### src/include/fetch_config.svh
`ifndef FETCH_CONFIG_SVH
`define FETCH_CONFIG_SVH

// first fetch address out of reset
`define RESET_PC 64'h8000_0000

// addi x0, x0, 0
`define NOP_INST 32'h0000_0013

// cache geometry
`define LINE_BEATS 4      // 64-bit beats per line
`define CACHE_LINES 16    // direct mapped, one way

// derived widths in bits
`define IDX_W $clog2(`CACHE_LINES)
`define OFF_W ($clog2(`LINE_BEATS) + 3)    // beat select plus byte in beat

`endif

### src/source/fetch_pkg.sv
`include "fetch_config.svh"

package fetch_pkg;

  // instruction address
  typedef logic [63:0] pc_t;

  // one fetched instruction
  typedef logic [31:0] inst_t;

  // one memory beat, also one cache data word
  typedef logic [63:0] word_t;

  // pc bits above index and line offset
  typedef logic [63-`IDX_W-`OFF_W:0] tag_t;

  // i_cache control
  typedef enum logic [1:0] {
    IDLE,       // waiting for a request
    LOOKUP,     // tag compare on the captured pc
    REFILL,     // line on its way from memory
    FILL_DONE   // answer from the freshly filled line
  } cache_state_e;

endpackage

### src/source/fetch_ifs.sv
`timescale 1ns/10ps

// pc_gen <-> i_cache, one request in flight at a time
interface fetch_req_if;
  import fetch_pkg::*;

  logic  req_valid;   // single cycle pulse
  pc_t   req_pc;
  logic  rsp_valid;   // one pulse per request
  inst_t rsp_inst;

  modport requester (output req_valid, output req_pc, input rsp_valid, input rsp_inst);
  modport responder (input req_valid, input req_pc, output rsp_valid, output rsp_inst);
endinterface

// i_cache <-> axi_refill_master, one line per fill_req
interface refill_if;
  import fetch_pkg::*;

  logic  fill_req;     // single cycle pulse
  pc_t   fill_addr;    // line aligned
  logic  beat_valid;   // one per received beat, address order
  word_t beat_data;
  logic  fill_done;    // cycle after the last beat

  modport cache (
    output fill_req, output fill_addr,
    input beat_valid, input beat_data, input fill_done
  );
  modport master (
    input fill_req, input fill_addr,
    output beat_valid, output beat_data, output fill_done
  );
endinterface

### src/source/i_cache.sv
`timescale 1ns/10ps
`include "fetch_config.svh"

module i_cache (
  input  logic           clk,
  input  logic           rst_n,
  fetch_req_if.responder fetch,
  refill_if.cache        refill
);
  import fetch_pkg::*;

  localparam int BEAT_W = `OFF_W - 3;          // beat select inside a line
  localparam int TAG_LSB = `IDX_W + `OFF_W;

  cache_state_e state_q;
  cache_state_e state_d;
  pc_t          pc_q;   // pc under lookup and through refill

  tag_t                    tag_mem [`CACHE_LINES];
  logic [`CACHE_LINES-1:0] valid_q;
  word_t                   data_mem [`CACHE_LINES*`LINE_BEATS];

  logic [`IDX_W-1:0] line_idx;
  tag_t              pc_tag;
  logic [BEAT_W-1:0] beat_sel;
  logic [BEAT_W-1:0] fill_cnt_q;   // next beat slot to write
  logic              hit;
  word_t             rd_word;

  // address split
  assign line_idx = pc_q[TAG_LSB-1:`OFF_W];
  assign pc_tag = pc_q[63:TAG_LSB];
  assign beat_sel = pc_q[`OFF_W-1:3];

  assign hit = valid_q[line_idx] && (tag_mem[line_idx] == pc_tag);
  assign rd_word = data_mem[{line_idx, beat_sel}];

  always_comb begin
    state_d = state_q;
    case (state_q)
      IDLE: begin
        if (fetch.req_valid) begin
          state_d = LOOKUP;
        end
      end
      LOOKUP: begin
        state_d = hit ? IDLE : REFILL;   // miss goes to memory
      end
      REFILL: begin
        if (refill.fill_done) begin
          state_d = FILL_DONE;
        end
      end
      FILL_DONE: begin
        state_d = IDLE;
      end
      default: begin
        state_d = IDLE;
      end
    endcase
  end

  // hit answers in LOOKUP and a miss the cycle after fill_done
  assign fetch.rsp_valid = ((state_q == LOOKUP) && hit) || (state_q == FILL_DONE);
  assign fetch.rsp_inst = pc_q[2] ? rd_word[63:32] : rd_word[31:0];   // upper or lower half

  // whole line requested on a miss
  assign refill.fill_req = (state_q == LOOKUP) && !hit;
  assign refill.fill_addr = {pc_q[63:`OFF_W], {`OFF_W{1'b0}}};

  always_ff @(posedge clk or negedge rst_n) begin
    if (!rst_n) begin
      state_q <= IDLE;
      valid_q <= '0;
      fill_cnt_q <= '0;
    end else begin
      state_q <= state_d;
      if (refill.fill_req) begin
        valid_q[line_idx] <= 1'b0;   // line is being replaced
        fill_cnt_q <= '0;
      end else if (refill.beat_valid) begin
        fill_cnt_q <= fill_cnt_q + 1'b1;
      end
      if (refill.fill_done) begin
        valid_q[line_idx] <= 1'b1;
      end
    end
  end

  // arrays and captured pc
  always_ff @(posedge clk) begin
    if (state_q == IDLE && fetch.req_valid) begin
      pc_q <= fetch.req_pc;
    end
    if (refill.fill_req) begin
      tag_mem[line_idx] <= pc_tag;
    end
    if (refill.beat_valid) begin
      data_mem[{line_idx, fill_cnt_q}] <= refill.beat_data;   // beats come in address order
    end
  end

  // beats only arrive for the line under refill
  a_beat_in_refill: assert property (@(posedge clk) disable iff (!rst_n)
    refill.beat_valid |-> state_q == REFILL);

  // master delivered a full line before signalling done
  a_fill_done_full: assert property (@(posedge clk) disable iff (!rst_n)
    refill.fill_done |-> (state_q == REFILL) && (fill_cnt_q == '0));

endmodule

### src/flat_wrapper.sv
// flat-port wrapper written by rule: the top's interface ports become plain ports
module i_cache_flat import fetch_pkg::*;
  (clk, rst_n, fetch_req_valid, fetch_req_pc, fetch_rsp_valid, fetch_rsp_inst, refill_fill_req, refill_fill_addr, refill_beat_valid, refill_beat_data, refill_fill_done);
  fetch_req_if fetch_i ();
  refill_if refill_i ();
  input  logic clk;
  input  logic rst_n;
  input wire logic [$bits(fetch_i.req_valid)-1:0] fetch_req_valid;
  input wire logic [$bits(fetch_i.req_pc)-1:0] fetch_req_pc;
  output wire logic [$bits(fetch_i.rsp_valid)-1:0] fetch_rsp_valid;
  output wire logic [$bits(fetch_i.rsp_inst)-1:0] fetch_rsp_inst;
  output wire logic [$bits(refill_i.fill_req)-1:0] refill_fill_req;
  output wire logic [$bits(refill_i.fill_addr)-1:0] refill_fill_addr;
  input wire logic [$bits(refill_i.beat_valid)-1:0] refill_beat_valid;
  input wire logic [$bits(refill_i.beat_data)-1:0] refill_beat_data;
  input wire logic [$bits(refill_i.fill_done)-1:0] refill_fill_done;
  assign fetch_i.req_valid = fetch_req_valid;
  assign fetch_i.req_pc = fetch_req_pc;
  assign fetch_rsp_valid = fetch_i.rsp_valid;
  assign fetch_rsp_inst = fetch_i.rsp_inst;
  assign refill_fill_req = refill_i.fill_req;
  assign refill_fill_addr = refill_i.fill_addr;
  assign refill_i.beat_valid = refill_beat_valid;
  assign refill_i.beat_data = refill_beat_data;
  assign refill_i.fill_done = refill_fill_done;
  i_cache u_core (.clk(clk), .rst_n(rst_n), .fetch(fetch_i), .refill(refill_i));
endmodule
### config.mk
export PLATFORM = sky130hd
export DESIGN_NAME = i_cache_flat
export DESIGN_NICKNAME = d
export VERILOG_FILES = /design/src/source/fetch_pkg.sv /design/src/source/fetch_ifs.sv /design/src/source/i_cache.sv /design/src/flat_wrapper.sv
export VERILOG_INCLUDE_DIRS = /design/src /design/src/include
export SDC_FILE = /design/constraint.sdc
export NUM_CORES = 2
export LEC_CHECK = 0
export BUFFER_PORTS_ARGS = -buffer_cell sky130_fd_sc_hd__clkbuf_2
export CORE_UTILIZATION = 35
export DETAILED_ROUTE_END_ITERATION = 12
export PLACE_DENSITY_LB_ADDON = 0.12
export SETUP_SLACK_MARGIN = 0.5
export SYNTH_ARGS = -nofsm -noshare
export SYNTH_HDL_FRONTEND = slang
export SYNTH_MEMORY_MAX_BITS = 65536
export SYNTH_SLANG_ARGS = --single-unit
### constraint.sdc
create_clock -name clk -period 17.2 [get_ports clk]
set_input_delay 5.16 -clock clk [delete_from_list [all_inputs] [get_ports clk]]
set_output_delay 5.16 -clock clk [all_outputs]
set_load 0.01 [all_outputs]
==> impl_results.md <==
* First-pass GRT wire length at 781.8 mm
* Area growth syn-to-layout at 14.44%
* Input/output buffers at 223
* Cell total after placement at 15,110
* Share of power burned in registers at 0.453
* CP arrival at 6.52 ns
* Leakage Power at 68.83 nW
* Width of the die at 746.8 µm
* Synth Area in Compound Gates at 0.005407
* Crit Path Max Fanout at 85
* Remaining Overflow, GRT at 0
* Crit-path cells: buf_4 -> buf_4 -> buf_12 -> mux4_2 -> mux4_2 -> mux4_2 -> nand2_1 -> nand2_1 -> clkbuf_2
* Synth warn at 0
* Post-DP HPWL at 283.3 mm
* Vias in the first global route at roughly 93,000
* # setup viols final at 0
* Top FF cell, synth: edfxtp_1
* Die ar. at 557,600 µm²
* Max VDD drop at 113.4 µV
* Yosys top cell area share at 0.7793
* DRC at 0
* Non-filler cells in the finished layout at 16,150
* WP buf/inv at 4
* CP delay by family, top: buffers and inverters
* Max-cap viol count at 0
* Vias at 88,990
* Total CTS buffers at 562
* Net Sw Frac at 0.2665
* Post-Syn Area per Cell at approximately 25 µm²
* Share of cells above drive strength 1 at 0.3202
* Worst-Skew Late Latency at roughly 1.1 ns
* Hold Buf Count CTS at 0
* Clk pwr share at 0.366
* Fin nets at 8,518
* WP data required at 12.04 ns
* Commonest cells after routing, fill and taps aside: edfxtp_1 (5,038), mux4_2 (1,481), clkbuf_16 (571), clkbuf_2 (223), buf_4 (218)
* Final WL at about 570 mm
* Htree depth at 6
* Core Region at 552,700 µm²
* Critical path class: reg2out
* DR vias/cell at 5.510
* TritonCTS clock tree: done
* Post-synth EDFFs at between 5,000 and 6,000
* DRT iter0 DRCs at 9,649
* Comb pwr share at 0.180
* P_sw at between 8 and 9 mW
* Most used cell, CP: mux4_2
* Most common cell after layout, fill and taps aside: edfxtp_1
* CTS Sinks at 5,064
* WL/cell at 35.41 µm
* Total track usage at 0.2017
* DRT Pass-1 Iters at 6
* FF+latch count, synth at ~5,000
* CP max stage cell: dfxtp_4
* Antenna violations before repair at 50
* Row count at 273
* DIE HEIGHT at 746.8 µm
* Post-CTS setup buffers at 0
* Max transition margin at 0.1228
* CP startpoint kind: flip-flop
* CTS resizes at 0
* Seq/Total Area, Yosys at 0.7825
* Cell Area, Synth at 194,100 µm²
* Fraction of registers with async set/reset at 0.003949
* Multiplexer share of the synthesized area at 0.1867
* Root Buffer: clkbuf_16
* Final GP Congestion at 0.7181
* Total design power at 31.33 mW
* Distinct cells, synth at between 70 and 80
* Worst stage delay on the critical path at 0.83 ns
* Adder-cell area share of the yosys netlist at 0
* Least-Margin Pin Slew at around 1.3 ns
* Worst Setup End Kind: output port
* Tmin final at 11.68 ns
* Pwr/cell area at 141.0 nW/µm²
* Synth area leaders: edfxtp_1 (78%), mux4_2 (17%), mux2i_1 (0.89%), clkbuf_1 (0.48%), mux4_1 (0.47%)
* Initial Util at 0.3513
* Largest net degree at the start of global routing at roughly 120
* CTS Buffer Depth at 4
* Status: finished, final reports clean
* Filler cell count at 48,260
* Final setup skew at 0.04631 ns
* Internal power component at 22.98 mW
* Post-route antenna net violation count at 0
* Io pins at 231
* Main combinational cell family by area after synthesis: multiplexers
* Simple-Gate Fraction of Synth Area at 0.008153
* Clk slew on worst S/H paths at about 0.060 ns
* Fin Hold WS at 0.4793 ns
* XOR/XNOR Fraction of Synth Area at 0.003654
* Max-slew violations at 0
* Tcrit/Tclk final at 0.6792
* Yosys top cell by area: edfxtp_1
* Final hold viol count at 0
* RSZ-0062 raised after global routing: false
* Max Freq at roughly 0.086 GHz
* Post-Syn Instances at 7,814
* Min-delay worst type: reg2reg
* Final setup TNS at 0 ns
## cells by family after synthesis
| logic type | Yosys count |
|---|---|
| AO/OA/AOI/OAI | 130 |
| XOR/XNOR | 81 |
| flip-flops | 5064 |
| buffers and inverters | 492 |
| other | 1 |
| multiplexers | 1710 |
| AND/OR/NAND/NOR | 336 |
## worst paths after layout
check	slack, ns	to	cells past startpoint	start
setup / recovery	5.52	fetch_rsp_inst[20]	9	flip-flop
hold / removal	0.48	u_core.state_q[0]	1	u_core.state_q[0]
setup reg to reg	10.01	u_core.tag_mem[10][21]	12	flip-flop
hold reg to reg	0.48	u_core.state_q[0]	1	u_core.state_q[0]
max in group asynchronous	12.61	u_core.valid_q[12]	1	rst_n
min in group asynchronous	4.14	async pin	1	rst_n
## cell type report
| class | instances | area (µm²) | area share |
|---|---|---|---|
| sequential | 5064 | 151900 | 0.6838 |
| multi-input combinational | 2262 | 40180 | 0.1809 |
| clock buffer | 737 | 14960 | 0.06734 |
| tap | 7287 | 9117 | 0.04104 |
| timing repair buffer | 474 | 3413 | 0.01536 |
| clock inverter | 270 | 2395 | 0.01078 |
| antenna | 35 | 87.58 | 0.0003942 |
| inverter | 21 | 83.83 | 0.0003773 |
## Yosys cell counts, types with 13 or more instances
master    count
buf_1        49
a22oi_1      21
mux4_1       35
and3_1       13
xnor2_1      35
mux4_2     1481
dfrtp_1      20
edfxtp_1   5038
nand2_1     152
clkbuf_1    247
mux2_2       22
o21ai_2      16
xor2_1       46
buf_6        25
a22o_1       16
mux2i_1     172
buf_2        42
a221oi_1     16
buf_4        92
inv_1        18
nor2_1       84
## power groups by stage
stage | logic [mW] | registers, mW | clock network [mW]
finish | 5.65 | 14.2 | 11.5
global placement | 5.78 | 14.5 | 0
detailed placement | 5.80 | 14.5 | 0
CTS | 5.81 | 14.2 | 11.7
global route | 6.01 | 14.2 | 12.2
floorplan | 3.85 | 14.3 | 0
## metrics by stage
step | worst slack (ns) | util | cell area, µm²
6_report | 5.518 | 0.4020 | 222200
5_1_grt | 4.982 | 0.4018 | 222100
4_1_cts | 5.140 | 0.4018 | 222100
3_5_place_dp | 6.302 | 0.3704 | 204700
3_3_place_gp | 6.301 | 0.3704 | 204700
2_1_floorplan | 6.292 | - | 194100
## registers in the layout, indices dropped and copies added (netlist names), named ones only
| signal | count |
|---|---|
| u_core.pc_q | 62 |
| u_core.state_q | 1 |
| u_core.fill_cnt_q | 2 |
| u_core.data_mem | 4096 |
| u_core.tag_mem | 880 |
| u_core.valid_q | 16 |
## metal layers
metal,track usage,up-vias,wire [µm]
li1,-,35080,-
met1,0.2856,50440,247600
met2,0.3338,2765,279700
met3,0.03242,689,34260
met4,0.03699,10,10340
met5,0,-,68
(Power assumes the default switching activity.)
