===== config.mk =====
export PLATFORM = sky130hd
export DESIGN_NAME = axi_refill_master_flat
export DESIGN_NICKNAME = d
export VERILOG_FILES = /design/src/source/fetch_pkg.sv /design/src/source/axi_rd_pkg.sv /design/src/source/fetch_ifs.sv /design/src/source/axi_refill_master.sv /design/src/flat_wrapper.sv
export VERILOG_INCLUDE_DIRS = /design/src /design/src/include
export SDC_FILE = /design/constraint.sdc
export NUM_CORES = 1
export LEC_CHECK = 0
export ABC_AREA = 1
export BUFFER_PORTS_ARGS = -buffer_cell sky130_fd_sc_hd__buf_2
export CORE_AREA = 4 4 107 109
export CTS_CLUSTER_SIZE = 10
export DETAILED_ROUTE_END_ITERATION = 8
export DIE_AREA = 0 0 111 113
export PLACE_DENSITY_LB_ADDON = 0.1
export SYNTH_ARGS = -nofsm -noshare
export SYNTH_HDL_FRONTEND = slang
export SYNTH_SLANG_ARGS = --single-unit

===== constraint.sdc =====
create_clock -name clk -period 4 [get_ports clk]
set_input_delay 0.2 -clock clk [delete_from_list [all_inputs] [get_ports clk]]
set_output_delay 0.2 -clock clk [all_outputs]
set_load 0.01 [all_outputs]

===== src/include/fetch_config.svh =====
`ifndef FETCH_CONFIG_SVH
`define FETCH_CONFIG_SVH

// first fetch address out of reset
`define RESET_PC 64'h8000_0000

// addi x0, x0, 0
`define NOP_INST 32'h0000_0013

// cache geometry
`define LINE_BEATS 4      // 64-bit beats per line
`define CACHE_LINES 16    // direct mapped, one way

// derived widths in bits
`define IDX_W $clog2(`CACHE_LINES)
`define OFF_W ($clog2(`LINE_BEATS) + 3)    // beat select plus byte in beat

`endif


===== src/source/fetch_pkg.sv =====
`include "fetch_config.svh"

package fetch_pkg;

  // instruction address
  typedef logic [63:0] pc_t;

  // one fetched instruction
  typedef logic [31:0] inst_t;

  // one memory beat, also one cache data word
  typedef logic [63:0] word_t;

  // pc bits above index and line offset
  typedef logic [63-`IDX_W-`OFF_W:0] tag_t;

  // i_cache control
  typedef enum logic [1:0] {
    IDLE,       // waiting for a request
    LOOKUP,     // tag compare on the captured pc
    REFILL,     // line on its way from memory
    FILL_DONE   // answer from the freshly filled line
  } cache_state_e;

endpackage


===== src/source/axi_rd_pkg.sv =====
package axi_rd_pkg;

  // AR and R channel field types
  typedef logic [7:0] axi_len_t;    // beats minus one
  typedef logic [2:0] axi_size_t;   // log2 of bytes per beat
  typedef logic [1:0] axi_burst_t;
  typedef logic [1:0] axi_resp_t;
  typedef logic [3:0] axi_id_t;

  // refill master control
  typedef enum logic [1:0] {
    AR_IDLE,   // no line in flight
    AR_SEND,   // address valid, waiting for ar_ready
    R_RECV     // collecting data beats
  } refill_state_e;

  localparam axi_burst_t AXI_BURST_INCR = 2'b01;
  localparam axi_size_t AXI_SIZE_8B = 3'b011;   // 8 bytes per beat

endpackage


===== src/source/fetch_ifs.sv =====


// i_cache <-> axi_refill_master, one line per fill_req
interface refill_if;
  import fetch_pkg::*;

  logic  fill_req;     // single cycle pulse
  pc_t   fill_addr;    // line aligned
  logic  beat_valid;   // one per received beat, address order
  word_t beat_data;
  logic  fill_done;    // cycle after the last beat

  modport cache (
    output fill_req, output fill_addr,
    input beat_valid, input beat_data, input fill_done
  );
  modport master (
    input fill_req, input fill_addr,
    output beat_valid, output beat_data, output fill_done
  );
endinterface


===== src/source/axi_refill_master.sv =====
`timescale 1ns/10ps
`include "fetch_config.svh"

module axi_refill_master (
  input  logic                   clk,
  input  logic                   rst_n,
  refill_if.master               refill,
  output logic                   ar_valid_o,
  input  logic                   ar_ready_i,
  output logic [63:0]            ar_addr_o,
  output axi_rd_pkg::axi_id_t    ar_id_o,
  output axi_rd_pkg::axi_len_t   ar_len_o,
  output axi_rd_pkg::axi_size_t  ar_size_o,
  output axi_rd_pkg::axi_burst_t ar_burst_o,
  input  logic                   r_valid_i,
  output logic                   r_ready_o,
  input  logic [63:0]            r_data_i,
  input  axi_rd_pkg::axi_resp_t  r_resp_i,
  input  logic                   r_last_i
);
  import axi_rd_pkg::*;

  localparam axi_id_t REFILL_ID = 4'd1;   // instruction side id
  localparam axi_len_t BURST_LEN = axi_len_t'(`LINE_BEATS - 1);
  localparam axi_resp_t RESP_OKAY = 2'b00;

  refill_state_e state_q;
  refill_state_e state_d;
  logic [63:0]   addr_q;
  axi_len_t      beat_cnt_q;   // beats received in this burst
  logic          beat_hs;
  logic          done_q;

  assign beat_hs = r_valid_i & r_ready_o;

  always_comb begin
    state_d = state_q;
    case (state_q)
      AR_IDLE: if (refill.fill_req) state_d = AR_SEND;
      AR_SEND: if (ar_ready_i) state_d = R_RECV;
      R_RECV: if (beat_hs && r_last_i) state_d = AR_IDLE;   // burst ends on last
      default: state_d = AR_IDLE;
    endcase
  end

  always_ff @(posedge clk or negedge rst_n) begin
    if (!rst_n) begin
      state_q <= AR_IDLE;
      beat_cnt_q <= '0;
      done_q <= 1'b0;
    end else begin
      state_q <= state_d;
      done_q <= beat_hs & r_last_i;   // fill_done one cycle after the last beat
      if (state_q == AR_SEND) begin
        beat_cnt_q <= '0;
      end else if (beat_hs) begin
        beat_cnt_q <= beat_cnt_q + 1'b1;
      end
    end
  end

  // line address held while AR waits
  always_ff @(posedge clk) begin
    if (state_q == AR_IDLE && refill.fill_req) begin
      addr_q <= refill.fill_addr;
    end
  end

  // AR channel
  assign ar_valid_o = (state_q == AR_SEND);
  assign ar_addr_o = addr_q;
  assign ar_id_o = REFILL_ID;
  assign ar_len_o = BURST_LEN;
  assign ar_size_o = AXI_SIZE_8B;
  assign ar_burst_o = AXI_BURST_INCR;

  // R channel ready for the whole burst
  assign r_ready_o = (state_q == R_RECV);
  assign refill.beat_valid = beat_hs;
  assign refill.beat_data = r_data_i;
  assign refill.fill_done = done_q;

  // a new line request only while no burst is in flight
  a_fill_req_idle: assert property (@(posedge clk) disable iff (!rst_n)
    refill.fill_req |-> state_q == AR_IDLE);

  // slave ends the burst exactly on the requested length without errors
  a_r_last_count: assert property (@(posedge clk) disable iff (!rst_n)
    beat_hs |-> (r_resp_i == RESP_OKAY) && (r_last_i == (beat_cnt_q == BURST_LEN)));

endmodule


===== src/flat_wrapper.sv =====
// flat-port wrapper written by rule: the top's interface ports become plain ports
module axi_refill_master_flat import axi_rd_pkg::*;
  (clk, rst_n, ar_valid_o, ar_ready_i, ar_addr_o, ar_id_o, ar_len_o, ar_size_o, ar_burst_o, r_valid_i, r_ready_o, r_data_i, r_resp_i, r_last_i, refill_fill_req, refill_fill_addr, refill_beat_valid, refill_beat_data, refill_fill_done);
  refill_if refill_i ();
  input  logic clk;
  input  logic rst_n;
  output logic ar_valid_o;
  input  logic ar_ready_i;
  output logic [63:0] ar_addr_o;
  output axi_rd_pkg::axi_id_t ar_id_o;
  output axi_rd_pkg::axi_len_t ar_len_o;
  output axi_rd_pkg::axi_size_t ar_size_o;
  output axi_rd_pkg::axi_burst_t ar_burst_o;
  input  logic r_valid_i;
  output logic r_ready_o;
  input  logic [63:0] r_data_i;
  input  axi_rd_pkg::axi_resp_t r_resp_i;
  input  logic r_last_i;
  input wire logic [$bits(refill_i.fill_req)-1:0] refill_fill_req;
  input wire logic [$bits(refill_i.fill_addr)-1:0] refill_fill_addr;
  output wire logic [$bits(refill_i.beat_valid)-1:0] refill_beat_valid;
  output wire logic [$bits(refill_i.beat_data)-1:0] refill_beat_data;
  output wire logic [$bits(refill_i.fill_done)-1:0] refill_fill_done;
  assign refill_i.fill_req = refill_fill_req;
  assign refill_i.fill_addr = refill_fill_addr;
  assign refill_beat_valid = refill_i.beat_valid;
  assign refill_beat_data = refill_i.beat_data;
  assign refill_fill_done = refill_i.fill_done;
  axi_refill_master u_core (.clk(clk), .rst_n(rst_n), .refill(refill_i), .ar_valid_o(ar_valid_o), .ar_ready_i(ar_ready_i), .ar_addr_o(ar_addr_o), .ar_id_o(ar_id_o), .ar_len_o(ar_len_o), .ar_size_o(ar_size_o), .ar_burst_o(ar_burst_o), .r_valid_i(r_valid_i), .r_ready_o(r_ready_o), .r_data_i(r_data_i), .r_resp_i(r_resp_i), .r_last_i(r_last_i));
endmodule

==> key figures <==
Run status
  – Status: finished clean

Global routing
  – Remaining global-route overflow: 0
  – Largest net degree at the start of global routing: 35
  – First-pass GRT wire length: ~9.4 mm
  – Via count of the first global-routing pass: 1526
  – Antenna violations before repair: 0
  – Global-route usage over all layers: 10.4%

Routing
  – Final WL: 6.64 mm
  – Total number of vias: about 1400
  – DRC errors left: 0
  – Final routed wire length divided by cell count: 16.7 microns
  – Average vias per placed instance: 3.64
  – Antenna violation net count after detailed routing: 0
  – Detailed router's first-iteration violation count: 36
  – First-pass iteration count of the detailed router: 4

Critical path
  – Crit path arrival time: 2.08 ns
  – Critical-path top delay cell: sky130_fd_sc_hd__nor2_4
  – Setup crit end kind: register
  – Worst Path Class, Setup: register to register
  – Worst endpoint required time: 4.02 ns
  – Longest individual stage delay on the worst path: 0.71 ns
  – Critical path fanouts, max: 34
  – Critical path launch point type: register
  – Cells traversed along the worst timing path: inv_2, nand2_1, nor2_4, buf_4

Clock tree
  – CTS tree: yes
  – Clk Latency, worst-skew pair: 0.33 ns
  – Buffer levels on the longest clock path: 2
  – Worst-path clk slew: 0.07 ns
  – Root cell of the clock tree: sky130_fd_sc_hd__clkbuf_8
  – Gates resized, CTS repair: 0
  – CTS sink cnt: 67
  – Clock buffer count from CTS: 9
  – Maximum level of the CTS H-tree: 3
  – Setup Fix Bufs, Post-CTS: 0
  – CTS Hold Bufs: 1

Synthesis
  – Sequential cell area fraction in the yosys report: 74.2%
  – Synthesized flop and latch total: 67
  – Commonest cells post-synth: 81 x sky130_fd_sc_hd__buf_4, 64 x sky130_fd_sc_hd__edfxtp_1, 5 x sky130_fd_sc_hd__nand2_1, 4 x sky130_fd_sc_hd__inv_1, 3 x sky130_fd_sc_hd__dfrtp_1
  – Most numerous cell in the Yosys netlist: sky130_fd_sc_hd__buf_4
  – Share of the synthesized area in the top cell type: between 70% and 80%
  – Post-synthesis instance area: approximately 2700 sq um
  – Predominant post-synthesis flop cell: sky130_fd_sc_hd__edfxtp_1
  – Number of instances in the synthesized netlist: around 170
  – Synth Warn #: 0
  – Largest cells by area after synthesis: sky130_fd_sc_hd__edfxtp_1 71%, sky130_fd_sc_hd__buf_4 23%, sky130_fd_sc_hd__dfrtp_1 2.8%
  – Post-synthesis async set-or-reset flop share: 4.48%
  – Number of flops mapped to enable cells by yosys: 64
  – Synth cell types: 12
  – Average instance area after synthesis: 16.0 sq um
  – Library cell occupying the most area in the post-synthesis netlist: sky130_fd_sc_hd__edfxtp_1

Power
  – Proportion of power drawn by combinational gates: 20.0%
  – Leakage: 0.00141 uW
  – Power consumption: 1950 uW
  – Pint: roughly 1400 uW
  – Sequential cell fraction of total power: 51.1%
  – Power per cell area: about 600 nW/um^2
  – Fraction of power spent switching nets: 27.4%
  – Clock network fraction of total power: 29.0%
  – Peak supply drop: roughly 0.24 mV
  – Switching power summed over all nets: 534 uW

Floorplanning
  – DIE WIDTH: 111 microns
  – Die Area: 12500 sq um
  – Num rows: 38
  – Top-level port count: 285
  – Initial core utilization: around 25%
  – Core region area: 10600 sq um
  – Die Height: 113 microns

Placement
  – HPWL after detailed placement: approximately 5.3 mm
  – Weighted congestion at the end of routability-driven global placement: between 0.7 and 0.8
  – Port Buffer Count: 137

Job
  – Number of maximum-capacitance violations: 0

Timing
  – Final-layout worst hold slack: roughly 0.034 ns
  – Post-route fraction of the period consumed by the critical path: 51.7%
  – Measured slew at the worst slew-check pin: 0.920 ns
  – Final worst clock skew: between 0.005 and 0.006 ns
  – Final critical delay including setup and external delays: roughly 2.1 ns
  – Number of setup violations in the final report: 0
  – Slew Limit Fails: 0
  – Worst max-slew margin expressed relative to the limit: about 39%
  – Sum of negative setup slack: 0 ns
  – Fmax: 484 MHz
  – Hold Vio Cnt, Final: 0
  – RSZ-0062 raised after global routing: no

Layout
  – Fraction of layout cells with a size suffix above 1: 61.2%
  – Final antenna diode count: 0
  – Number of nets at the end of the flow: 389
  – Core Util, Final: 30.5%
  – Layout overhead on the synthesized area: 20.0%

Min path
  – HP Class: input pin to register
[kinds of logic (layout without fill, tap and decap cells)]
family	Yosys count	in the layout	synth area share, %
buf+inv	87	162	23.4
flops	67	67	74.2
simple gates	10	10	1.63
other cells	2	17	0.279
compound gates	2	2	0.511
[path summary, 6_finish.rpt]
check                                           to                 start  depth (start not counted)  slack (ns)
setup / recovery              u_core.ar_addr_o[45]     u_core.state_q[1]                          4        1.93
hold / removal                u_core.ar_addr_o[48]  refill_fill_addr[48]                          1        0.03
setup reg to reg              u_core.ar_addr_o[45]     u_core.state_q[1]                          4        1.93
hold reg to reg                  u_core.state_q[1]     u_core.state_q[0]                          3        0.58
max in group asynchronous        u_core.state_q[0]                 rst_n                          2        3.69
min in group asynchronous  u_core.refill.fill_done                 rst_n                          2        0.20
[cell type report]
cell class / count / area, sq um
Timing Repair Buffer: 140 / 711
Clock buffer: 14 / 163
Fill cell: 1094 / 7370
Multi-Input combinational cell: 29 / 129
Inverter: 6 / 22.5
Tap cell: 140 / 175
Sequential cell: 67 / 2000
Clock inverter: 2 / 35.0
[critical path: cells and delay by family, from the launching register on]
family / cells / cell delay [ns]
flops: 1 / 0.41
simple gates: 2 / 0.82
buf+inv: 2 / 0.48
[power groups by stage]
stage	clock [uW]	combinational [uW]	sequential [uW]
CTS	592	403	999
global placement	0	408	1010
global route	636	426	1010
detailed placement	0	402	1010
finish	565	390	996
floorplan	0	179	1100
[per-layer routing]
metal / track usage, % / vias up / part of all wire [%]
met2: 16.5 / 130 / 50
met5: 0 / - / 0
met3: 4.87 / 43 / 12
li1: - / 638 / -
met1: 10.4 / 638 / 33
met4: 8.87 / 0 / 4.8
[sequential cells by signal, summed over array words and instances, names as in the netlist]
| name | count |
|---|---|
| u_core.ar_addr_o | 64 |
| u_core.refill.fill_done | 1 |
| u_core.state_q | 2 |
[layout by cell type (no fill, tap or decap), types with 2 or more instances in the layout]
| cell type | n |
|---|---|
| sky130_fd_sc_hd__buf_4 | 2 |
| sky130_fd_sc_hd__conb_1 | 17 |
| sky130_fd_sc_hd__clkbuf_8 | 11 |
| sky130_fd_sc_hd__clkbuf_1 | 3 |
| sky130_fd_sc_hd__nand2_1 | 5 |
| sky130_fd_sc_hd__dfrtp_1 | 3 |
| sky130_fd_sc_hd__inv_1 | 4 |
| sky130_fd_sc_hd__buf_2 | 137 |
| sky130_fd_sc_hd__nor2_2 | 2 |
| sky130_fd_sc_hd__edfxtp_1 | 64 |
| sky130_fd_sc_hd__inv_2 | 2 |
[through the flow]
stage	cells	worst slack, ns	area [sq um]
3_5_place_dp	381	1.90	3020
3_3_place_gp	381	1.85	3020
5_1_grt	398	1.76	3230
4_1_cts	398	1.88	3230
6_report	398	1.93	3230
2_1_floorplan	183	0.305	2750
No activity file was read; power rests on OpenSTA's default activity.
