<file path="config.mk">
export PLATFORM = sky130hd
export DESIGN_NAME = pc_gen_flat
export DESIGN_NICKNAME = d
export VERILOG_FILES = /design/src/source/fetch_pkg.sv /design/src/source/fetch_ifs.sv /design/src/source/pc_gen.sv /design/src/flat_wrapper.sv
export VERILOG_INCLUDE_DIRS = /design/src /design/src/include
export SDC_FILE = /design/constraint.sdc
export NUM_CORES = 1
export LEC_CHECK = 0
export ABC_CLOCK_PERIOD_IN_PS = 4900
export BUFFER_PORTS_ARGS = -buffer_cell sky130_fd_sc_hd__buf_2
export CAP_MARGIN = 20
export CORE_MARGIN = 5
export CORE_UTILIZATION = 30
export DETAILED_ROUTE_END_ITERATION = 8
export HOLD_SLACK_MARGIN = 0.1
export SYNTH_ARGS = -nofsm -noshare
export SYNTH_HDL_FRONTEND = slang
export SYNTH_SLANG_ARGS = --single-unit
</file>
<file path="constraint.sdc">
create_clock -name clk -period 4.9 [get_ports clk]
set_clock_uncertainty 0.15 [all_clocks]
set_input_delay 1.47 -clock clk [delete_from_list [all_inputs] [get_ports clk]]
set_output_delay 1.47 -clock clk [all_outputs]
set_load 0.02 [all_outputs]
</file>
<file path="src/include/fetch_config.svh">
`ifndef FETCH_CONFIG_SVH
`define FETCH_CONFIG_SVH

// first fetch address out of reset
`define RESET_PC 64'h8000_0000

// addi x0, x0, 0
`define NOP_INST 32'h0000_0013

// cache geometry
`define LINE_BEATS 4      // 64-bit beats per line
`define CACHE_LINES 16    // direct mapped, one way

// derived widths in bits
`define IDX_W $clog2(`CACHE_LINES)
`define OFF_W ($clog2(`LINE_BEATS) + 3)    // beat select plus byte in beat

`endif

</file>
<file path="src/source/fetch_pkg.sv">
`include "fetch_config.svh"

package fetch_pkg;

  // instruction address
  typedef logic [63:0] pc_t;

  // one fetched instruction
  typedef logic [31:0] inst_t;

  // one memory beat, also one cache data word
  typedef logic [63:0] word_t;

  // pc bits above index and line offset
  typedef logic [63-`IDX_W-`OFF_W:0] tag_t;

  // i_cache control
  typedef enum logic [1:0] {
    IDLE,       // waiting for a request
    LOOKUP,     // tag compare on the captured pc
    REFILL,     // line on its way from memory
    FILL_DONE   // answer from the freshly filled line
  } cache_state_e;

endpackage

</file>
<file path="src/source/fetch_ifs.sv">
`timescale 1ns/10ps

// pc_gen <-> i_cache, one request in flight at a time
interface fetch_req_if;
  import fetch_pkg::*;

  logic  req_valid;   // single cycle pulse
  pc_t   req_pc;
  logic  rsp_valid;   // one pulse per request
  inst_t rsp_inst;

  modport requester (output req_valid, output req_pc, input rsp_valid, input rsp_inst);
  modport responder (input req_valid, input req_pc, output rsp_valid, output rsp_inst);
endinterface


</file>
<file path="src/source/pc_gen.sv">
`timescale 1ns/10ps
`include "fetch_config.svh"

module pc_gen (
  input  logic             clk,
  input  logic             rst_n,
  input  logic             redirect_i,
  input  fetch_pkg::pc_t   redirect_pc_i,
  input  logic             stall_i,
  output fetch_pkg::inst_t inst_o,
  output fetch_pkg::pc_t   pc_o,
  output logic             inst_valid_o,
  fetch_req_if.requester   fetch
);
  import fetch_pkg::*;

  pc_t   fetch_pc_q;   // pc of the outstanding or shown fetch
  pc_t   next_pc;
  logic  pending_q;    // request sent, no response yet
  logic  drop_q;       // outstanding request belongs to the old path
  inst_t inst_q;
  pc_t   pc_q;
  logic  valid_q;
  logic  accept;
  logic  rsp_keep;

  // decode takes the shown instruction
  assign accept = valid_q & ~stall_i;
  assign next_pc = accept ? fetch_pc_q + 64'd4 : fetch_pc_q;

  // response from the current path, not killed this cycle
  assign rsp_keep = fetch.rsp_valid & ~drop_q & ~redirect_i;

  // pending is never set while an instruction is shown,
  // so an accept always frees the slot for the next request
  assign fetch.req_valid = ~pending_q & (~valid_q | accept) & ~redirect_i;
  assign fetch.req_pc = next_pc;

  always_ff @(posedge clk or negedge rst_n) begin
    if (!rst_n) begin
      fetch_pc_q <= `RESET_PC;
      pending_q <= 1'b0;
      drop_q <= 1'b0;
    end else begin
      if (redirect_i) begin
        fetch_pc_q <= redirect_pc_i;   // target goes out with the next request
      end else begin
        fetch_pc_q <= next_pc;
      end
      if (fetch.req_valid) begin
        pending_q <= 1'b1;
      end else if (fetch.rsp_valid) begin
        pending_q <= 1'b0;
      end
      if (redirect_i) begin
        drop_q <= pending_q & ~fetch.rsp_valid;   // still waiting on an old-path fetch
      end else if (fetch.rsp_valid) begin
        drop_q <= 1'b0;
      end
    end
  end

  // instruction register toward decode
  always_ff @(posedge clk or negedge rst_n) begin
    if (!rst_n) begin
      inst_q <= `NOP_INST;
      pc_q <= `RESET_PC;
      valid_q <= 1'b0;
    end else if (redirect_i) begin
      inst_q <= `NOP_INST;   // kill whatever is shown
      valid_q <= 1'b0;
    end else if (rsp_keep) begin
      inst_q <= fetch.rsp_inst;
      pc_q <= fetch_pc_q;
      valid_q <= 1'b1;
    end else if (fetch.rsp_valid) begin
      inst_q <= `NOP_INST;   // dropped response
    end else if (accept) begin
      inst_q <= `NOP_INST;
      valid_q <= 1'b0;
    end
  end

  assign inst_o = inst_q;
  assign pc_o = pc_q;
  assign inst_valid_o = valid_q;

  // a stalled instruction stays put until decode takes it
  a_stall_hold: assert property (@(posedge clk) disable iff (!rst_n)
    inst_valid_o && stall_i && !redirect_i |=>
      inst_valid_o && $stable(inst_o) && $stable(pc_o));

endmodule

</file>
<file path="src/flat_wrapper.sv">
// flat-port wrapper written by rule: the top's interface ports become plain ports
module pc_gen_flat import fetch_pkg::*;
  (clk, rst_n, redirect_i, redirect_pc_i, stall_i, inst_o, pc_o, inst_valid_o, fetch_req_valid, fetch_req_pc, fetch_rsp_valid, fetch_rsp_inst);
  fetch_req_if fetch_i ();
  input  logic clk;
  input  logic rst_n;
  input  logic redirect_i;
  input  fetch_pkg::pc_t redirect_pc_i;
  input  logic stall_i;
  output fetch_pkg::inst_t inst_o;
  output fetch_pkg::pc_t pc_o;
  output logic inst_valid_o;
  output wire logic [$bits(fetch_i.req_valid)-1:0] fetch_req_valid;
  output wire logic [$bits(fetch_i.req_pc)-1:0] fetch_req_pc;
  input wire logic [$bits(fetch_i.rsp_valid)-1:0] fetch_rsp_valid;
  input wire logic [$bits(fetch_i.rsp_inst)-1:0] fetch_rsp_inst;
  assign fetch_req_valid = fetch_i.req_valid;
  assign fetch_req_pc = fetch_i.req_pc;
  assign fetch_i.rsp_valid = fetch_rsp_valid;
  assign fetch_i.rsp_inst = fetch_rsp_inst;
  pc_gen u_core (.clk(clk), .rst_n(rst_n), .redirect_i(redirect_i), .redirect_pc_i(redirect_pc_i), .stall_i(stall_i), .inst_o(inst_o), .pc_o(pc_o), .inst_valid_o(inst_valid_o), .fetch(fetch_i));
endmodule
</file>
==> metrics.txt, run 1 <==
CTS Root Cell clkbuf_16; CTS tree yes; count of flip-flops with a built-in enable after synthesis 0; period utilisation layout 100.5%; fillers 2491; Mapped Cells between 700 and 800; Final Routed Wirelength about 25000 um; Final ANT Viol Nets 0; CP startpoint kind input pin; chip width 168.8 um; die area about 28000 um2; DIE HEIGHT 168.8 um; library cells used by synthesis 42; Final Hold Viols 0; fin cells 1364; Antenna Cells 0; hold crit path type reg -> reg; RSZ-0062 raised after global routing true; first-pass GRT wire length ~40000 um; grt ovf 0; drt pass-1 iters 4; Crit Path Category in -> out; status complete, but fails checks; crit path time final approximately 4.9 ns; # IOs roughly 260; pre-CTS setup slack -0.3163 ns; most common cell in the synthesized netlist nand2_1; Worst setup EP type output port; Initial DRC Count between 300 and 400; IO Port Bufs approximately 260; GRT Util Overall roughly 18%; Rel. slew slack about a third; DRC viols 0; synth warn 0; largest net degree at the start of global routing 85; number of global-route vias before repair 6977; Initial Utilization 30.29%; failing checks setup timing; number of synthesized register bits between 150 and 200; Routability Congestion ~0.80; PwrDens approximately 380 nW/um2; final net count ~1100; final max-slew violation count 0; post-layout util roughly two fifths; initial antenna violation count 0; synthesis-to-layout area growth 37.00%; Placed Cells between 1000 and 1500; fraction of layout instances using a drive strength above 1 between 40% and 50%; Skew-Pair Late Insertion Delay about 0.42 ns; ys async rst share 100.0%; Critical Path Fanout Max 4; syn_nets between 800 and 900; Worst VDD drop between 0.2 and 0.25 mV; largest area contributor in the netlist dfrtp_1; worst-margin pin slew roughly 0.99 ns; Critical Path RT about 3.3 ns; Leak Pwr a little over 5 nW; clk sinks roughly 160; top cells by area, synth dfrtp_1 (52%), nand2_1 (11%), mux2_2 (8.0%), xnor2_1 (3.5%), a22o_1 (3.4%); row count between 50 and 60; Fmax slightly above 0.2 GHz; Commonest cells post-synth nand2_1 (212), dfrtp_1 (158), mux2_2 (54); final setup fails 1; Routed wire per std cell between 15 and 20 um; Min Hold Slack ~0.32 ns; final setup margin -0.02222 ns; register area share after synthesis roughly 54%; Clock Path Buffers 2; Worst EP arrival 3.30 ns; DR vias around 6700; area of the core roughly 25000 um2; top-area cell type share of the netlist area a little over half; routed vias/inst 4.910; Primary FF master, synth dfrtp_1; max-cap violation count 0; hpwl dp about 18000 um; CTS H-Tree Depth 4; CTS Hold Buffers Added 0; Clk pin slew, worst setup/hold paths around 0.070 ns; Post-Syn Area 7561 um2; Num CTS Buffers 17; syn avg cell area 10.11 um2
[through the flow]
step	setup TNS, ns	power [W]	instance area, um2
final	-0.02222	0.003970	10360
after global placement	-3.596	0.002539	9388
after floorplan	0	0.002163	7576
after global routing	-0.2687	0.004175	10360
after detailed placement	-4.161	0.002548	9388
after CTS	-0.5415	0.004026	10310
[worst max-delay path, stage by stage]
cell and delay, ns:
buf_6 0.09, nand4b_1 0.18, or4_4 0.49, or4b_4 0.53, or3_4 0.35, nand2_2 0.08, buf_6 0.11
[worst paths after layout]
check | startpoint | to | slack (ns) | depth (start not counted)
setup reg to reg | u_core.fetch_pc_q[19] | u_core.fetch_pc_q[36] | 1.95 | 6
hold reg to reg | u_core.pc_o[31] | u_core.pc_o[31] | 0.32 | 2
min in group asynchronous | rst_n | u_core.pc_o[19] | 0.89 | 1
setup / recovery | stall_i | fetch_req_pc[60] | -0.02 | 7
max in group asynchronous | rst_n | u_core.pc_o[31] | 2.81 | 2
hold / removal | u_core.pc_o[31] | u_core.pc_o[31] | 0.32 | 2
[power breakdown]
group	internal [W]	switching, W	leakage (nW)
Sequential	0.00152	0.000155	1.99
Combinational	0.000322	0.000546	2.75
Clock	0.000842	0.000585	0.311
Total	0.00268	0.00129	5.05
[state kept, by name, summed over array words and instances (netlist names)]
register	count
u_core.pending_q	1
u_core.pc_o	64
u_core.inst_o	32
u_core.drop_q	1
u_core.inst_valid_o	1
u_core.fetch_pc_q	64
[cell type report]
class	count	area, um2	share of cell area, %
Tap cell	330	412.9	3.986
Multi-Input combinational cell	534	3515	33.93
Sequential cell	163	4085	39.44
Clock inverter	13	172.7	1.667
Clock buffer	19	452.9	4.372
Timing Repair Buffer	295	1683	16.25
Inverter	10	37.54	0.3624
[cell families (layout without fill, tap and decap cells)]
| family | count (synthesis) | in the layout | share of synthesized area [%] |
|---|---|---|---|
| and+or+nand+nor | 363 | 363 | 22.85 |
| DFF | 163 | 163 | 54.03 |
| AOI/OAI and AO/OA | 65 | 65 | 6.321 |
| muxes | 55 | 55 | 8.175 |
| buffers and inverters | 51 | 337 | 2.664 |
| xor gates and xnor gates | 50 | 50 | 5.792 |
| adders and majority gates | 1 | 1 | 0.1655 |
[layout by cell type, fill, tap and decap left out, types with 10 or more instances in the layout]
cell and count:
buf_2 240, nand2_1 205, dfrtp_1 158, mux2_2 54, buf_4 39, a22o_1 29, xnor2_1 25, nand3_1 23
nand4_1 22, xor2_1 20, clkbuf_16 17, nor2_1 16, buf_6 15, o21ai_0 13, or4_1 12, nor4_1 11
a31oi_1 10
[metal layers]
metal  routed length, um  vias up  global-route usage (%)  share of wire, %
met2               12220      197                   29.28                48
li1                    -     3149                       -                 -
met3                1463       21                   4.040               5.8
met1               11310     3330                   23.52                45
met5                   0        -                       0                 0
met4                 377        0                   4.799               1.5
[what timing repair did]
item                                    in CTS  in global routing
buffers inserted                             4                  1
endpoints found under the hold margin        0                  0
gates resized for setup                     64                  9
endpoints found under the setup margin      26                 26
pin swaps                                   21                  4
Note: power is estimated with default switching activity, not from simulation.
==> run 2, diff against run 1 <==
Settings changed: CORE_ASPECT_RATIO set to 1.4.
==> metrics.txt, run 2 (same netlist as run 1, synthesis figures left out) <==
status complete, but fails checks; failing checks setup timing; Worst EP arrival 3.44 ns (+0.14 ns); fillers 2444 (-1.9%); Rel. slew slack 30.77% (-3.2 points); Clk pin slew, worst setup/hold paths 0.06 ns (about the same); hold path cells 2 (unchanged); Num CTS Buffers 17 (unchanged); Crit path top cell by count buf_6; row count 68 (+17%); largest net degree at the start of global routing 87 (+2.4%); PwrDens 382.1 nW/um2 (-0.30%); final max-slew violation count 0 (unchanged); post-layout util 42.08% (+0.59 points); final setup fails 4 (+3); area of the core 24760 um2 (-0.82%); RR Endpoint u_core.fetch_pc_q[51]; chip width 144.2 um (-15%); DIE HEIGHT 197.8 um (+17%); Critical Path Fanout Max 4 (unchanged); Final Routed Wirelength 25890 um (+2.0%); pre-CTS setup slack -0.3894 ns (-0.07308 ns); hold crit path type reg -> reg; Leak Pwr 5.109 nW (+1.2%); Clock Path Buffers 2 (unchanged); # IOs 263 (unchanged); CP startpoint kind input pin; R2R Path Start u_core.fetch_pc_q[31]; Crit-path slowest cell or4_4; grt ovf 0 (unchanged); Final ANT Viol Nets 0 (unchanged); most frequent cells in the layout buf_2 (240), nand2_1 (205), dfrtp_1 (158); total power 0.003981 W (+0.28%); clk sinks 163 (unchanged); Critical Path RT 3.28 ns (about the same); Crit Path Category in -> out; CP Launch Point stall_i; first-pass GRT wire length 39400 um (-1.4%); max-cap violation count 0 (unchanged); final setup margin -0.1612 ns (-0.1390 ns); Placed Cells 1315 (-0.90%); GRT Util Overall 18.13% (+0.41 points); Initial Utilization 30.54% (+0.25 points); hpwl dp 18840 um (+3.3%); crit path cell chain buf_6, nand4b_1, or4_4, or4b_4, or3_4, nand2_2, buf_6; fin cells 1354 (-0.73%); reg2reg path depth 7 (+1); fraction of layout instances using a drive strength above 1 41.71% (-0.16 points); initial antenna violation count 1 (+1); die area 28520 um2 (+0.16%); Fmax 0.1976 GHz (-2.7%); DR vias 6607 (-1.3%); crit path time final 5.061 ns (+0.1390 ns); number of global-route vias before repair 6866 (-1.6%); Routed wire per std cell 19.12 um (+2.8%); routed vias/inst 4.880 (-0.62%); HP Start u_core.pc_o[46]; commonest non-fill, non-tap cell in the layout buf_2; Initial DRC Count 273 (-25%); CTS Root Cell clkbuf_16; Skew-Pair Late Insertion Delay 0.44 ns (+0.02 ns); final net count 1127 (+0.36%); max incr delay on CP 0.58 ns (+0.05 ns); CTS Hold Buffers Added 0 (unchanged); CTS tree yes; CTS H-Tree Depth 4 (unchanged); Worst VDD drop 0.2369 mV (+15%); DRC viols 0 (unchanged); worst reg-to-reg setup slack 1.98 ns (+0.03 ns); Min Hold Slack 0.3182 ns (+0.002937 ns); Critical Path Sink fetch_req_pc[60]; Routability Congestion 0.7596 (-5.1%); synthesis-to-layout area growth 37.80%; IO Port Bufs 262 (unchanged); RSZ-0062 raised after global routing true; Final Hold Viols 0 (unchanged); drt pass-1 iters 5 (+1); worst-margin pin slew 1.038 ns (+0.04852 ns); Worst setup EP type output port; period utilisation layout 103.3% (+2.8 points)
-- run 2: stage by stage --
step / area, um2 / setup TNS (ns)
after detailed placement: 9392 / -4.210
after CTS: 10270 / -0.6756
after global routing: 10420 / -0.7283
after global placement: 9392 / -3.576
final: 10420 / -0.3772
after floorplan: 7576 / 0
-- run 2: area by class of cell --
| cell class | count | area, um2 | area share, % |
|---|---|---|---|
| inverters | 10 | 37.54 | 0.3603 |
| well taps | 315 | 394.1 | 3.783 |
| diodes | 1 | 2.502 | 0.02402 |
| clock inverters | 9 | 157.7 | 1.513 |
| repair buffers | 299 | 1717 | 16.48 |
| clock buffers | 23 | 457.9 | 4.395 |
| flip-flops and latches | 163 | 4085 | 39.21 |
| multi-input cells | 534 | 3567 | 34.24 |
-- run 2: power breakdown --
part           leakage [nW]  internal (W)  total, W  switching [W]
Sequential             1.99       0.00152   0.00167       0.000151
Combinational          2.83      0.000328  0.000881       0.000553
Clock                 0.292      0.000868   0.00143       0.000560
Total                  5.11       0.00272   0.00398        0.00126
-- run 2: worst max-delay path, delay by kind of cell --
kind                   cells  cell delay [ns]
and+or+nand+nor            5             1.76
buffers and inverters      2             0.21
-- run 2: what timing repair did --
| item | 4_1_cts | 5_1_grt |
|---|---|---|
| buffers inserted | 5 | 2 |
| setup endpoints to repair | 26 | 27 |
| gates resized for setup | 56 | 24 |
| pin swaps | 14 | 15 |
-- run 2: worst min path at each step --
stage                           end  slack [ns]
global route        u_core.pc_o[31]        0.34
finish              u_core.pc_o[46]        0.32
global placement    u_core.pc_o[31]        0.30
detailed placement  u_core.pc_o[31]        0.30
floorplan           u_core.pc_o[63]        0.30
CTS                 u_core.pc_o[31]        0.32
-- run 2: per-layer routing --
| metal | GRT usage (%) | wire length [um] | vias to the layer above | part of all wire, % |
|---|---|---|---|---|
| li1 | - | - | 3158 | - |
| met1 | 21.59 | 10260 | 3225 | 40 |
| met2 | 31.53 | 13530 | 188 | 52 |
| met3 | 4.301 | 1453 | 36 | 5.6 |
| met4 | 6.844 | 644 | 0 | 2.5 |
| met5 | 0 | 0 | - | 0 |
==> run 3, diff against run 2 <==
Settings changed: REMOVE_ABC_BUFFERS set to 1.
==> metrics.txt, run 3 (same netlist as run 1, synthesis figures left out) <==
status complete, but fails checks; failing checks setup timing; hpwl dp 18790 um (-0.29%); R2R Path Start u_core.fetch_pc_q[19]; DR vias 6700 (+1.4%); initial antenna violation count 1 (unchanged); row count 68 (unchanged); final max-slew violation count 0 (unchanged); Clk pin slew, worst setup/hold paths 0.06 ns (about the same); Initial Utilization 30.54% (unchanged); first-pass GRT wire length 40030 um (+1.6%); HP Start u_core.pc_o[54]; Routability Congestion 0.7969 (+4.9%); reg2reg path depth 6 (-1); CTS H-Tree Depth 4 (unchanged); Crit-path slowest cell or4_4; PwrDens 374.7 nW/um2 (-2.0%); routed vias/inst 4.916 (+0.74%); chip width 144.2 um (unchanged); area occupied by registers 4085 um2 (unchanged); CTS Root Cell clkbuf_16; clk sinks 163 (unchanged); Final Hold Viols 0 (unchanged); final setup fails 9 (+5); Critical Path RT 3.28 ns (about the same); Routed wire per std cell 18.91 um (-1.1%); area of the core 24760 um2 (unchanged); hold crit path type reg -> reg; RSZ-0062 raised after global routing true; Antenna Cells 0 (-1); commonest non-fill, non-tap cell in the layout buf_2; area of the multi-input gates 3710 um2 (+4.0%); Crit path top cell by count buf_6; crit path time final 5.058 ns (-0.002986 ns); fraction of layout instances using a drive strength above 1 44.08% (+2.4 points); CTS Hold Buffers Added 0 (unchanged); Skew-Pair Late Insertion Delay 0.43 ns (about the same); Final Routed Wirelength 25780 um (-0.43%); Leak Pwr 5.252 nW (+2.8%); GRT Util Overall 18.11% (-0.019 points); RR Endpoint u_core.fetch_pc_q[40]; Worst setup EP type output port; IO Port Bufs 262 (unchanged); DRC viols 0 (unchanged); synthesis-to-layout area growth 41.37%; Rel. slew slack 37.61% (+6.8 points); Hold EP u_core.pc_o[54]; final setup margin -0.1582 ns (+0.002986 ns); largest net degree at the start of global routing 84 (-3.4%); max incr delay on CP 0.62 ns (+0.04 ns); worst reg-to-reg setup slack 1.87 ns (-0.11 ns); worst-margin pin slew 0.9359 ns (-0.1026 ns); Initial DRC Count 291 (+6.6%); Crit Path Category in -> out; Num CTS Buffers 17 (unchanged); period utilisation layout 103.2% (about the same); max-cap violation count 0 (unchanged); grt ovf 0 (unchanged); # IOs 263 (unchanged); DIE HEIGHT 197.8 um (unchanged); Clock Path Buffers 2 (unchanged); CTS tree yes; Worst EP arrival 3.44 ns (about the same); drt pass-1 iters 5 (unchanged); crit path cell chain buf_6, nand4b_1, or4_4, or4b_4, buf_4, buf_6, xnor2_4, buf_6; post-layout util 43.17% (+1.1 points); fillers 2382 (-2.5%); pre-CTS setup slack -0.4444 ns (-0.05501 ns); number of global-route vias before repair 7190 (+4.7%); Worst VDD drop 0.2433 mV (+2.7%); CP startpoint kind input pin; die area 28520 um2 (unchanged); final net count 1137 (+0.89%); Critical Path Fanout Max 5 (+1); hold path cells 2 (unchanged); most frequent cells in the layout buf_2 (232), nand2_1 (202), dfrtp_1 (158); Fmax 0.1977 GHz (about the same); Final ANT Viol Nets 0 (unchanged)
## run 3: cell count changes in the layout (fill, tap and decap cells not counted), moves of 4 or more
cell,previous run,this run
buf_4,42,54
buf_2,240,232
nor4_1,12,5
buf_6,16,22
nor4_4,6,10
## run 3: area by class of cell
class | instances | area share (%)
clock buffers | 20 | 4.179
clock inverters | 12 | 1.697
inverters | 10 | 0.3512
multi-input cells | 534 | 34.71
flip-flops and latches | 163 | 38.22
well taps | 315 | 3.687
repair buffers | 309 | 17.16
## run 3: what timing repair did
action                     4_1_cts  5_1_grt
resized for setup               88       36
setup endpoints to repair       29       30
buffers inserted                10        1
pin swaps                       30       12
## run 3: report_power, final
group,total [W],internal (W),switching [W]
sequential,0.00168,0.00152,0.000155
clock,0.00144,0.000868,0.000570
combinational,0.000890,0.000339,0.000551
## run 3: how the worst max path moves through the flow
stage | startpoint | end | cells after the start
after global placement | stall_i | fetch_req_pc[40] | 8
after detailed placement | stall_i | fetch_req_pc[62] | 8
final | stall_i | fetch_req_pc[52] | 8
after floorplan | redirect_i | u_core.inst_o[10] | 2
after global routing | stall_i | fetch_req_pc[52] | 8
after CTS | stall_i | fetch_req_pc[60] | 8
## run 3: stage by stage
step / cell area (um2) / power, W / TNS, ns / std cells / hold slack (ns)
finish: 10690 / 0.004005 / -0.7932 / 1363 / 0.3178
global route: 10690 / 0.004202 / -1.879 / 1363 / 0.3340
CTS: 10530 / 0.004052 / -1.408 / 1364 / 0.3176
detailed placement: 9429 / 0.002555 / -6.949 / 1322 / 0.3069
global placement: 9429 / 0.002544 / -6.151 / 1322 / 0.2967
floorplan: 7397 / 0.002157 / -129.94 / 707 / 0.2977
## run 3: metal layers
layer  GRT usage, %  wire [um]  part of all wire, %
met3          4.953       1878                  7.3
met1          21.03       9958                   39
met5              0          7                0.027
met2          31.90      13420                   52
met4          6.291        519                  2.0
## run 3: worst max-delay path, delay by kind of cell
family	cells	cell delay [ns]
AND/OR/NAND/NOR	3	1.32
buffers and inverters	4	0.50
XOR/XNOR	1	0.13
